--- src/gamePkg.sv ---
package gamePkg;

    localparam int wordLen    = 5;
    localparam int winCount   = 5;  // every position revealed
    localparam int loseCount  = 6;
    localparam int countWidth = 3;

    // scan states L0..L4 follow each other in the encoding
    typedef enum logic [3:0] {
        SET   = 4'd0,
        FIRST = 4'd1,
        L0    = 4'd2,
        L1    = 4'd3,
        L2    = 4'd4,
        L3    = 4'd5,
        L4    = 4'd6,
        STOP  = 4'd7,
        IDLE  = 4'd8
    } gameStateT;

endpackage

--- src/letterPkg.sv ---
package letterPkg;

    typedef logic [7:0] letterT;  // ascii code or zero for none

    localparam letterT letterBase   = 8'h41;  // 'A'
    localparam int     alphabetSize = 26;
    localparam int     keyCodeWidth = 5;

    // flat view for shifting, letter view for comparing
    typedef union packed {
        logic [gamePkg::wordLen*$bits(letterT)-1:0] flat;
        letterT [gamePkg::wordLen-1:0]              letters;  // [4] holds the first letter
    } secretWordT;

endpackage

--- src/gameLogic.sv ---
module gameLogic (
    input  logic                           clk,
    input  logic                           nRst,
    input  logic                           gameEnd,
    input  logic                           start,
    input  logic                           wordFull,
    input  letterPkg::letterT              guess,
    input  letterPkg::secretWordT          secretWord,
    output letterPkg::letterT              letter,
    output logic                           red,
    output logic                           green,
    output logic                           mistake,
    output logic                           busy,
    output logic                           gameRdy,
    output logic                           wordOpen,
    output logic [gamePkg::countWidth-1:0] incorrect,
    output logic [gamePkg::countWidth-1:0] correct,
    output logic [gamePkg::wordLen-1:0]    indexCorrect
);
    import gamePkg::*;
    import letterPkg::*;

    gameStateT               state;
    gameStateT               nextState;
    gameStateT               scanNext;
    letterT                  nextLetter;
    logic [countWidth-1:0]   hits;
    logic [countWidth-1:0]   nextHits;
    logic [countWidth-1:0]   nextCorrect;
    logic [countWidth-1:0]   nextIncorrect;
    logic [wordLen-1:0]      nextIndexCorrect;
    logic                    nextRed;
    logic                    nextGreen;
    logic [2:0]              pos;
    logic                    gameOver;

    // word position checked by each scan state
    always_comb begin
        case (state)
            L0: begin
                pos      = 3'd4;
                scanNext = L1;
            end
            L1: begin
                pos      = 3'd3;
                scanNext = L2;
            end
            L2: begin
                pos      = 3'd2;
                scanNext = L3;
            end
            L3: begin
                pos      = 3'd1;
                scanNext = L4;
            end
            default: begin
                pos      = 3'd0;
                scanNext = STOP;
            end
        endcase
    end

    assign gameOver = (correct == winCount) || (incorrect == loseCount);

    assign busy     = state inside {L0, L1, L2, L3, L4};
    assign gameRdy  = state inside {FIRST, STOP, IDLE};
    assign wordOpen = (state == SET);

    always_comb begin
        nextState        = state;
        nextLetter       = letter;
        nextHits         = hits;
        nextCorrect      = correct;
        nextIncorrect    = incorrect;
        nextIndexCorrect = indexCorrect;
        nextRed          = red;
        nextGreen        = green;
        mistake          = 1'b0;

        case (state)
            SET: begin
                nextLetter       = '0;
                nextHits         = '0;
                nextCorrect      = '0;
                nextIncorrect    = '0;
                nextIndexCorrect = '0;
                nextRed          = 1'b0;
                nextGreen        = 1'b0;
                if (start && wordFull) begin
                    nextState = FIRST;
                end
            end
            FIRST: begin
                if (guess != '0) begin
                    nextLetter = guess;
                    nextState  = L0;
                end
            end
            L0, L1, L2, L3, L4: begin
                if ((letter == secretWord.letters[pos]) && !indexCorrect[pos]) begin
                    nextIndexCorrect[pos] = 1'b1;
                    nextHits              = hits + 1'b1;
                end
                nextState = scanNext;
            end
            STOP: begin
                if ((correct < winCount) && (incorrect < loseCount)) begin
                    if (hits != '0) begin
                        nextCorrect = correct + hits;
                    end else begin
                        mistake       = 1'b1;  // nothing new revealed
                        nextIncorrect = incorrect + 1'b1;
                    end
                end
                nextHits  = '0;
                nextState = IDLE;
            end
            IDLE: begin
                nextGreen = (correct == winCount);
                nextRed   = (incorrect == loseCount);
                if ((guess != '0) && !gameOver) begin  // dropped once decided
                    nextLetter = guess;
                    nextState  = L0;
                end
            end
            default: begin
                nextState = SET;
            end
        endcase

        if (gameEnd) begin
            nextState        = SET;
            nextLetter       = '0;
            nextHits         = '0;
            nextCorrect      = '0;
            nextIncorrect    = '0;
            nextIndexCorrect = '0;
            nextRed          = 1'b0;
            nextGreen        = 1'b0;
        end
    end

    always_ff @(posedge clk, negedge nRst) begin
        if (!nRst) begin
            state        <= SET;
            letter       <= '0;
            hits         <= '0;
            correct      <= '0;
            incorrect    <= '0;
            indexCorrect <= '0;
            red          <= 1'b0;
            green        <= 1'b0;
        end else begin
            state        <= nextState;
            letter       <= nextLetter;
            hits         <= nextHits;
            correct      <= nextCorrect;
            incorrect    <= nextIncorrect;
            indexCorrect <= nextIndexCorrect;
            red          <= nextRed;
            green        <= nextGreen;
        end
    end

endmodule

--- src/hangmanTop.sv ---
module hangmanTop (
    input  logic                               clk,
    input  logic                               nRst,
    input  logic [letterPkg::keyCodeWidth-1:0] keyCode,
    input  logic                               keyPress,
    input  logic                               start,
    input  logic                               gameEnd,
    output letterPkg::letterT                  letter,
    output logic                               red,
    output logic                               green,
    output logic                               mistake,
    output logic                               busy,
    output logic                               gameRdy,
    output logic                               wordFull,
    output logic [gamePkg::countWidth-1:0]     incorrect,
    output logic [gamePkg::countWidth-1:0]     correct,
    output logic [gamePkg::wordLen-1:0]        indexCorrect
);
    import letterPkg::*;

    letterT     letterStrobe;  // also the guess
    secretWordT secretWord;
    logic       wordOpen;

    keyDecoder u_keyDecoder (
        .clk          (clk),
        .nRst         (nRst),
        .keyCode      (keyCode),
        .keyPress     (keyPress),
        .letterStrobe (letterStrobe)
    );

    wordRegister u_wordRegister (
        .clk        (clk),
        .nRst       (nRst),
        .letterIn   (letterStrobe),
        .wordOpen   (wordOpen),
        .gameEnd    (gameEnd),
        .secretWord (secretWord),
        .wordFull   (wordFull)
    );

    gameLogic u_gameLogic (
        .clk          (clk),
        .nRst         (nRst),
        .gameEnd      (gameEnd),
        .start        (start),
        .wordFull     (wordFull),
        .guess        (letterStrobe),
        .secretWord   (secretWord),
        .letter       (letter),
        .red          (red),
        .green        (green),
        .mistake      (mistake),
        .busy         (busy),
        .gameRdy      (gameRdy),
        .wordOpen     (wordOpen),
        .incorrect    (incorrect),
        .correct      (correct),
        .indexCorrect (indexCorrect)
    );

endmodule

--- src/keyDecoder.sv ---
module keyDecoder (
    input  logic                               clk,
    input  logic                               nRst,
    input  logic [letterPkg::keyCodeWidth-1:0] keyCode,
    input  logic                               keyPress,
    output letterPkg::letterT                  letterStrobe
);
    import letterPkg::*;

    logic                    pressMeta;
    logic                    pressSync;
    logic                    pressPrev;
    logic [keyCodeWidth-1:0] codeMeta;
    logic [keyCodeWidth-1:0] codeSync;
    logic                    pressRise;

    always_ff @(posedge clk, negedge nRst) begin
        if (!nRst) begin
            pressMeta <= 1'b0;
            pressSync <= 1'b0;
            pressPrev <= 1'b0;
        end else begin
            pressMeta <= keyPress;
            pressSync <= pressMeta;
            pressPrev <= pressSync;  // edge detect
        end
    end

    // code follows the same two stages as the press
    always_ff @(posedge clk) begin
        codeMeta <= keyCode;
        codeSync <= codeMeta;
    end

    assign pressRise = pressSync && !pressPrev;

    always_ff @(posedge clk, negedge nRst) begin
        if (!nRst) begin
            letterStrobe <= '0;
        end else if (pressRise && (codeSync < alphabetSize)) begin
            letterStrobe <= letterBase + letterT'(codeSync);
        end else begin
            letterStrobe <= '0;  // single cycle strobe
        end
    end

endmodule

--- src/wordRegister.sv ---
module wordRegister (
    input  logic                  clk,
    input  logic                  nRst,
    input  letterPkg::letterT     letterIn,
    input  logic                  wordOpen,
    input  logic                  gameEnd,
    output letterPkg::secretWordT secretWord,
    output logic                  wordFull
);
    import gamePkg::*;
    import letterPkg::*;

    logic [$clog2(wordLen+1)-1:0] fillCount;
    logic                         accept;

    assign accept   = wordOpen && !wordFull && (letterIn != '0);
    assign wordFull = (fillCount == wordLen);

    always_ff @(posedge clk, negedge nRst) begin
        if (!nRst) begin
            fillCount <= '0;
        end else if (gameEnd) begin
            fillCount <= '0;
        end else if (accept) begin
            fillCount <= fillCount + 1'b1;
        end
    end

    // new letter enters at the bottom, first letter ends up in letters[4]
    always_ff @(posedge clk) begin
        if (gameEnd) begin
            secretWord.flat <= '0;
        end else if (accept) begin
            secretWord.flat <= {secretWord.flat[$bits(secretWordT)-$bits(letterT)-1:0],
                                letterIn};
        end
    end

endmodule

--- config.mk ---
export PLATFORM = sky130hd
export DESIGN_NAME = hangmanTop
export DESIGN_NICKNAME = d
export VERILOG_FILES = /design/src/gamePkg.sv /design/src/letterPkg.sv /design/src/gameLogic.sv /design/src/hangmanTop.sv /design/src/keyDecoder.sv /design/src/wordRegister.sv
export SDC_FILE = /design/constraint.sdc
export NUM_CORES = 1
export LEC_CHECK = 0
export BUFFER_PORTS_ARGS = -buffer_cell sky130_fd_sc_hd__buf_2
export CORE_ASPECT_RATIO = 0.7
export CORE_MARGIN = 2
export CORE_UTILIZATION = 30
export CTS_BUF_LIST = sky130_fd_sc_hd__clkbuf_2 sky130_fd_sc_hd__clkbuf_4 sky130_fd_sc_hd__clkbuf_8
export CTS_CLUSTER_DIAMETER = 100
export DETAILED_ROUTE_END_ITERATION = 10
export PLACE_DENSITY_LB_ADDON = 0.05
export SLEW_MARGIN = 20
export SYNTH_ARGS = -nofsm -noshare
export SYNTH_HDL_FRONTEND = slang
export SYNTH_SLANG_ARGS = --single-unit
--- constraint.sdc ---
create_clock -name clk -period 2.8 [get_ports clk]
set_input_delay 0.28 -clock clk [delete_from_list [all_inputs] [get_ports clk]]
set_output_delay 0.28 -clock clk [all_outputs]
set_load 0.02 [all_outputs]
======== After elaboration in Yosys (flattened, before gate mapping) ========
Index checks and enable logic that the tools add are counted.
operators by class
  $add $sub $neg .......................... 5
  multipliers ............................. 0
  div/mod/pow operators ................... 0
  order comparisons ....................... 5
  equality and inequality tests ........... 19
  shift-type cells ........................ 0
  mux-type cells .......................... 41
  bitwise logic cells ..................... 1
  reduce and logical (&&, ||, !) cells .... 33
operators with widths
  operator                                       count
  two-way mux 8 bit                              5
  two-way mux 3 bit                              10
  binary-select mux 8 bit (select 3 bit)         1
  one-hot mux 3 bit (4 select lines)             2
  one-hot mux 8 bit (3 select lines)             1
  one-hot mux 4 bit (5 select lines)             1
  one-hot mux 3 bit (2 select lines)             3
  nonzero test 3 bit                             6
  == test 4 x 3 -> 1 bit, second input constant  4
  two-way mux 4 bit                              4
  != test 3 bit, second input constant           5
  AND reduction 3 bit                            4
  two-way mux 5 bit                              2
  one-hot mux 5 bit (2 select lines)             1
  adder 3 x 1 -> 3 bit, second input constant    3
  == test 3 bit, second input constant           3
  logical AND 1 bit                              9
  adder 7 x 5 -> 8 bit, first input constant     1
  == test 4 x 2 -> 1 bit, second input constant  2
  == test 8 bit                                  1
  nonzero test 8 bit                             1
  two-way mux 1 bit                              7
  < comparator 3 bit, second input constant      2
  != test 3 x 2 -> 1 bit, second input constant  2
  other kinds (19)                               24
word-level totals
  register bits ........................... 92
  latch bits .............................. 0
  bits in writable memories ............... 0
  memory bits (read-only) ................. 0
  input bits .............................. 10
  output and inout bits ................... 25
  logic and storage cells ................. 120
  memories ................................ 0

======== Depth between registers and ports, before layout ========
  depth after elaboration ................. 10
  gate-level depth with buffers ........... 11
  depth with buffers taken out ............ 7

======== Hierarchy ========
A second synthesis with hierarchy kept.
second synthesis, totals
  cells, all modules ...................... 499
  area, all modules ....................... 4814.6 um^2
modules (own cells, without submodules)
  module        instances  cells an instance  area an instance (um^2)  seq. area each (um^2)
  gameLogic     1          302                2439.8                   700.7
  wordRegister  1          161                1821.7                   875.8
  keyDecoder    1          36                 553.0                    450.4

======== Worst setup path before layout ========
No wires, ideal clock.
  kind .................................... register -> register
  from .................................... register u_gameLogic.state[0]
  to ...................................... register u_gameLogic.hits[2]
  setup time .............................. 0.138 ns
  arrival time ............................ 2.402 ns
  data required time ...................... 2.662 ns
  setup slack ............................. 0.261 ns
  cell stages (with the launch flop) ...... 9
  buffers on the path ..................... 1
  path through ............................ dfrtp_1 -> buf_6 -> or3b_1 -> o22a_1 -> o22ai_1 -> mux2_2 -> or4_1 -> o211ai_1 -> o211ai_1
on the way
  word-level cells in the longest chain between the ends .. 8
RTL lines
  element                                                                                           line                              text
  from (decl)                                                                                       gameLogic.sv:23                   gameStateT state;
  from (signal assigned)                                                                            gameLogic.sv:154                  state <= nextState;
  == test 4 x 3 -> 1 bit or == test 4 x 2 -> 1 bit (tied branches)                                  gameLogic.sv:39, gameLogic.sv:80
  one-hot mux 3 bit (4 select lines)                                                                gameLogic.sv:39                   case (state)
  binary-select mux 8 bit (select 3 bit) or binary-select mux 1 bit (select 3 bit) (tied branches)  gameLogic.sv:100                  if ((letter == secretWord.letters[pos]) && !indexCorrect[pos]) begin
  two-way mux 8 bit (not written as such) or two-way mux 1 bit (tied branches)                      gameLogic.sv:100
  == test 8 bit or zero test 1 bit (tied branches)                                                  gameLogic.sv:100
  logical AND 1 bit                                                                                 gameLogic.sv:100
  != test 3 x 2 -> 1 bit (no line)                                                                  n/a
  AND reduction 2 bit (no line)                                                                     n/a
  to (signal assigned)                                                                              gameLogic.sv:156                  hits <= nextHits;
  to (decl)                                                                                         gameLogic.sv:27                   logic [countWidth-1:0] hits;
Parallel ways exist; a longest one is shown, timed or not. The select of a mux whose other input is x is not followed.
A chain may end at the register's enable or synchronous reset.

======== Worst setup path in the final report ========
  from .................................... register u_gameLogic.state[1]
  to ...................................... register u_gameLogic.hits[1]
The elaborated chain is that of the path after synthesis.

==> results <==
- Yosys printed 0 warnings.
- Broken down by cell family, the worst path's largest delay share belongs to simple AND/OR/NAND/NOR gates.
- Static timing analysis puts the maximum clock frequency at roughly 0.36 GHz.
- Summing over every cut layer, the via total after detailed routing is between 3k and 4k.
- The clock tree synthesis step divided the H-tree into 3 levels.
- The post-route worst hold slack is about 0.023 ns.
- Counting every sink on the clock net gives 85.
- Walking the worst path, the cells encountered are or3b_1 > o22a_1 > o22ai_1 > mux2_2 > or4_1 > o211ai_1 > nand3_1.
- The proportion of layout cells with a drive suffix above 1 is a little over a fifth.
- The final worst-path cycle share is around 98%.
- After routing the design area is 4940 µm².
- In this run the tool buffered the top-level ports with 33 buffer cells.
- The worst path buffer plus inverter count is 0.
- The time the worst path needs with I/O delays and setup is ~2.7 ns.
- The startpoint identified for the worst register-to-register timing path is u_gameLogic.state[1].
- The power per cell area is around 800 nW/µm².
- For this configuration, the core starts out at a cell density of 30.4%.
- The count of pins on the block boundary is 35.
- Setup violations remaining at the end of the flow were counted as 0.
- The worst pin sits at a relative slew slack of between 30% and 40%.
- Counting every instance in the synthesized netlist gives ~470.
- For the worst setup path, the data arrival time is ~3 ns.
- The number of enable flip-flop cells after synthesis is 0.
- The routed design has 12.1 mm of wire.
- The post-layout instance count excluding filler cells is 718.
- For this run, asynchronously set or reset flops after synthesis account for a little under half.
- The critical path starts at u_gameLogic.state[1].
- Entering global routing, the biggest net connects 41 pins.
- The number of nets at the end of the flow is between 500 and 600.
- Averaged over all synthesized cells, the footprint is 8.86 µm².
- Relative to the synthesized area, the layout overhead comes to 18.4%.
- The clock reaches the later pin of the worst-skew pair after around 0.39 ns.
- The final number of max-transition violations is 0.
- At the pin with the least slew margin, the transition time is approximately 0.97 ns.
- For this run the aggregate overflow at the end of global routing stands at 0.
- Among all cell types in the netlist, the one instantiated most often is nand2_1.
- The count of distinct cell types in the synthesized netlist is 68.
- The final count of hold timing violations is 0.
- The routability-driven placement congestion ratio is about 0.8.
- The prevailing post-synth register cell is dfxtp_1.
- The first global-routing pass estimated 19.3 mm of wire.
- The core box area is around 14000 µm².
- The root buffer cell is clkbuf_8.
- The initial antenna violation count is 0.
- In this run, the number of DRC markers left after iteration 0 of detailed routing was ~220.
- Clock skew on the completed layout was measured at roughly 0.017 ns.
- The half-perimeter wire length after placement is just under 9 mm.
- The run finished with clean final reports.
- The area share of the largest cell type after synthesis is a little under a quarter.
- 0 antenna diodes ended up in the layout.
- The worst-case clock buffer depth is 2.
- After detailed routing, the average wire length per cell comes to ~17 µm.
- After clock tree synthesis, the clock-pin slew on the worst setup and hold paths is 0.11 ns.
- After detailed placement, the total cell area comes to about 4600 µm².
- The number of CTS-inserted buffers is 9.
- The worst setup path is launched from a flop.
- The critical path class is flop to flop.
- The floorplan step defined a die boundary enclosing 14900 µm².
- Summed over all cells, the static leakage comes to 2.06 nW.
- After detailed routing, the number of remaining DRC violations is 0.
- The highest layer used for signal routing is met4.
- After synthesis, flip-flops and latches occupy a little under half of the total area.
- After detailed routing, the wire length on met1 is ~6.6 mm.
- In this run the worst path has a maximum fanout of 10.
- The die is between 100 and 150 µm wide.
- The total placed cells including tap cells is a little under 700.
- The largest single stage delay on the critical path is ~0.6 ns.
- Global routing used roughly 17% of the available tracks across all layers.
- The critical path endpoint category is a flop.
- The number of global-route vias before repair is 3288.
- The max-cap check violation count is 0.
- The number of synthesized register bits is 85.
- In the routed layout, each cell is associated on average with a via count of approximately 5.
- Across the VDD grid, the largest voltage drop is 0.308 mV.
- The worst endpoint required time is 3.08 ns.
- dfrtp_1 takes more of the synthesized area than any other cell.
- Among all stages on the critical path, the largest delay is contributed by or4_1.
- Detailed routing placed a total of 512 µm of wire on met3.
- TritonCTS built the clock tree.
- Ranked by instance count, the synthesized netlist is headed by nand2_1, a21oi_1, dfxtp_1, dfrtp_1, nor2_1.
- The pre-antenna-repair detailed-routing pass consisted of 5 iterations.
- By area the synthesized netlist is led by dfrtp_1, dfxtp_1, nand2_1.
- The worst min-delay path category is primary input to asynchronous set/reset pin.
- Once detail routing completed, the nets flagged for antenna violations numbered 0.
- The cell row count is 36.
- Wire segments on met2 add up to just under 5 mm in the final route.
- The area of the mapped netlist is 4170 µm².
- The die boundary height is around 100 µm.
## logic make-up (layout without fill, tap and decap cells)
group | count (synthesis) | after routing | synth area share (%)
buffers and inverters | 46 | 102 | 6.03
xor gates and xnor gates | 8 | 8 | 1.68
muxes | 10 | 10 | 2.49
other | 1 | 2 | 0.0899
adders and majority gates | 9 | 9 | 2.88
and+or+nand+nor | 199 | 199 | 23.7
AOI/OAI and AO/OA | 113 | 113 | 17.6
DFF | 85 | 85 | 45.6
## what timing repair did
item	in CTS	in global routing
setup endpoints to repair	6	8
gates resized for setup	1	8
pin swaps	0	1
hold buffers	6	0
hold endpoints to repair	6	0
buffers inserted	0	4
## final timing paths
| kind | cells after the start | to | slack, ns |
|---|---|---|---|
| max in group asynchronous | 1 | u_gameLogic.state[2] | 2.10 |
| hold / removal | 1 | u_gameLogic.correct[0] | 0.02 |
| setup reg to reg | 7 | u_gameLogic.hits[1] | 0.06 |
| min in group clk | 4 | u_gameLogic.state[1] | 0.27 |
| hold reg to reg | 0 | u_keyDecoder.codeSync[1] | 0.34 |
| setup / recovery | 7 | u_gameLogic.hits[1] | 0.06 |
## placed cells by master, fill, tap and decap left out, types with 3 or more instances in the layout
master and count:
a21oi_1 47, a22oi_1 3, buf_2 33, buf_4 28
clkbuf_8 9, clkinv_8 3, dfrtp_1 36, dfrtp_2 4
dfxtp_1 45, dlygate4sd3_1 6, ha_1 8, inv_1 18
mux2_2 3, mux2i_1 7, nand2_1 96, nand2b_1 6
nand3_1 10, nor2_1 27, nor3_1 13, o211ai_1 4
o21ai_0 15, o22a_1 3, o22ai_1 9, o31ai_1 3
o32ai_1 3, or2_2 7, or3_1 3, or3b_2 3
or4_1 4, or4b_1 4, xnor2_1 4, xor2_1 4
## cell type report
| cell class | instances | area [µm²] |
|---|---|---|
| well taps | 190 | 238 |
| inverters | 18 | 67.6 |
| repair buffers | 68 | 455 |
| multi-input cells | 341 | 2060 |
| clock buffers | 9 | 124 |
| flip-flops and latches | 85 | 1910 |
| fillers | 1444 | 8800 |
| clock inverters | 7 | 88.8 |
## metrics by stage
stage	util [%]	TNS, ns	total power, mW	setup slack, ns
3_3_place_gp	33.5	-0.359	3.01	-0.119
2_1_floorplan	-	0	2.52	0.261
3_5_place_dp	33.5	-0.278	3.01	-0.0972
6_report	36.0	0	4.05	0.0564
4_1_cts	35.5	0	3.98	0.00714
5_1_grt	36.0	-0.0269	4.33	-0.0269
## state kept, by name, indices dropped and copies added (netlist names), 4 cells and up
| signal | flops |
|---|---|
| u_gameLogic.indexCorrect | 5 |
| u_gameLogic.letter | 7 |
| u_gameLogic.state | 4 |
| u_keyDecoder.codeMeta | 5 |
| u_keyDecoder.codeSync | 5 |
| u_keyDecoder.letterStrobe | 7 |
| u_wordRegister.secretWord | 35 |
## worst register-to-register path: stages (launching register included)
cell	delay, ns
dfrtp_2	0.51
or3b_1	0.40
o22a_1	0.22
o22ai_1	0.19
mux2_2	0.40
or4_1	0.61
o211ai_1	0.22
nand3_1	0.10
## layer usage
metal,global-route usage [%],vias up
li1,-,1761
met1,26.3,1707
met2,23.6,54
met3,4.25,10
met4,4.57,0
met5,0,-
## report_power, final
part           switching, mW  leakage, nW  total [mW]  internal [mW]
combinational           1.02         1.06        1.69          0.665
clock                  0.564        0.106       0.926          0.362
sequential             0.122        0.902        1.43           1.31
total                   1.71         2.06        4.05           2.34
(Power assumes the default switching activity.)
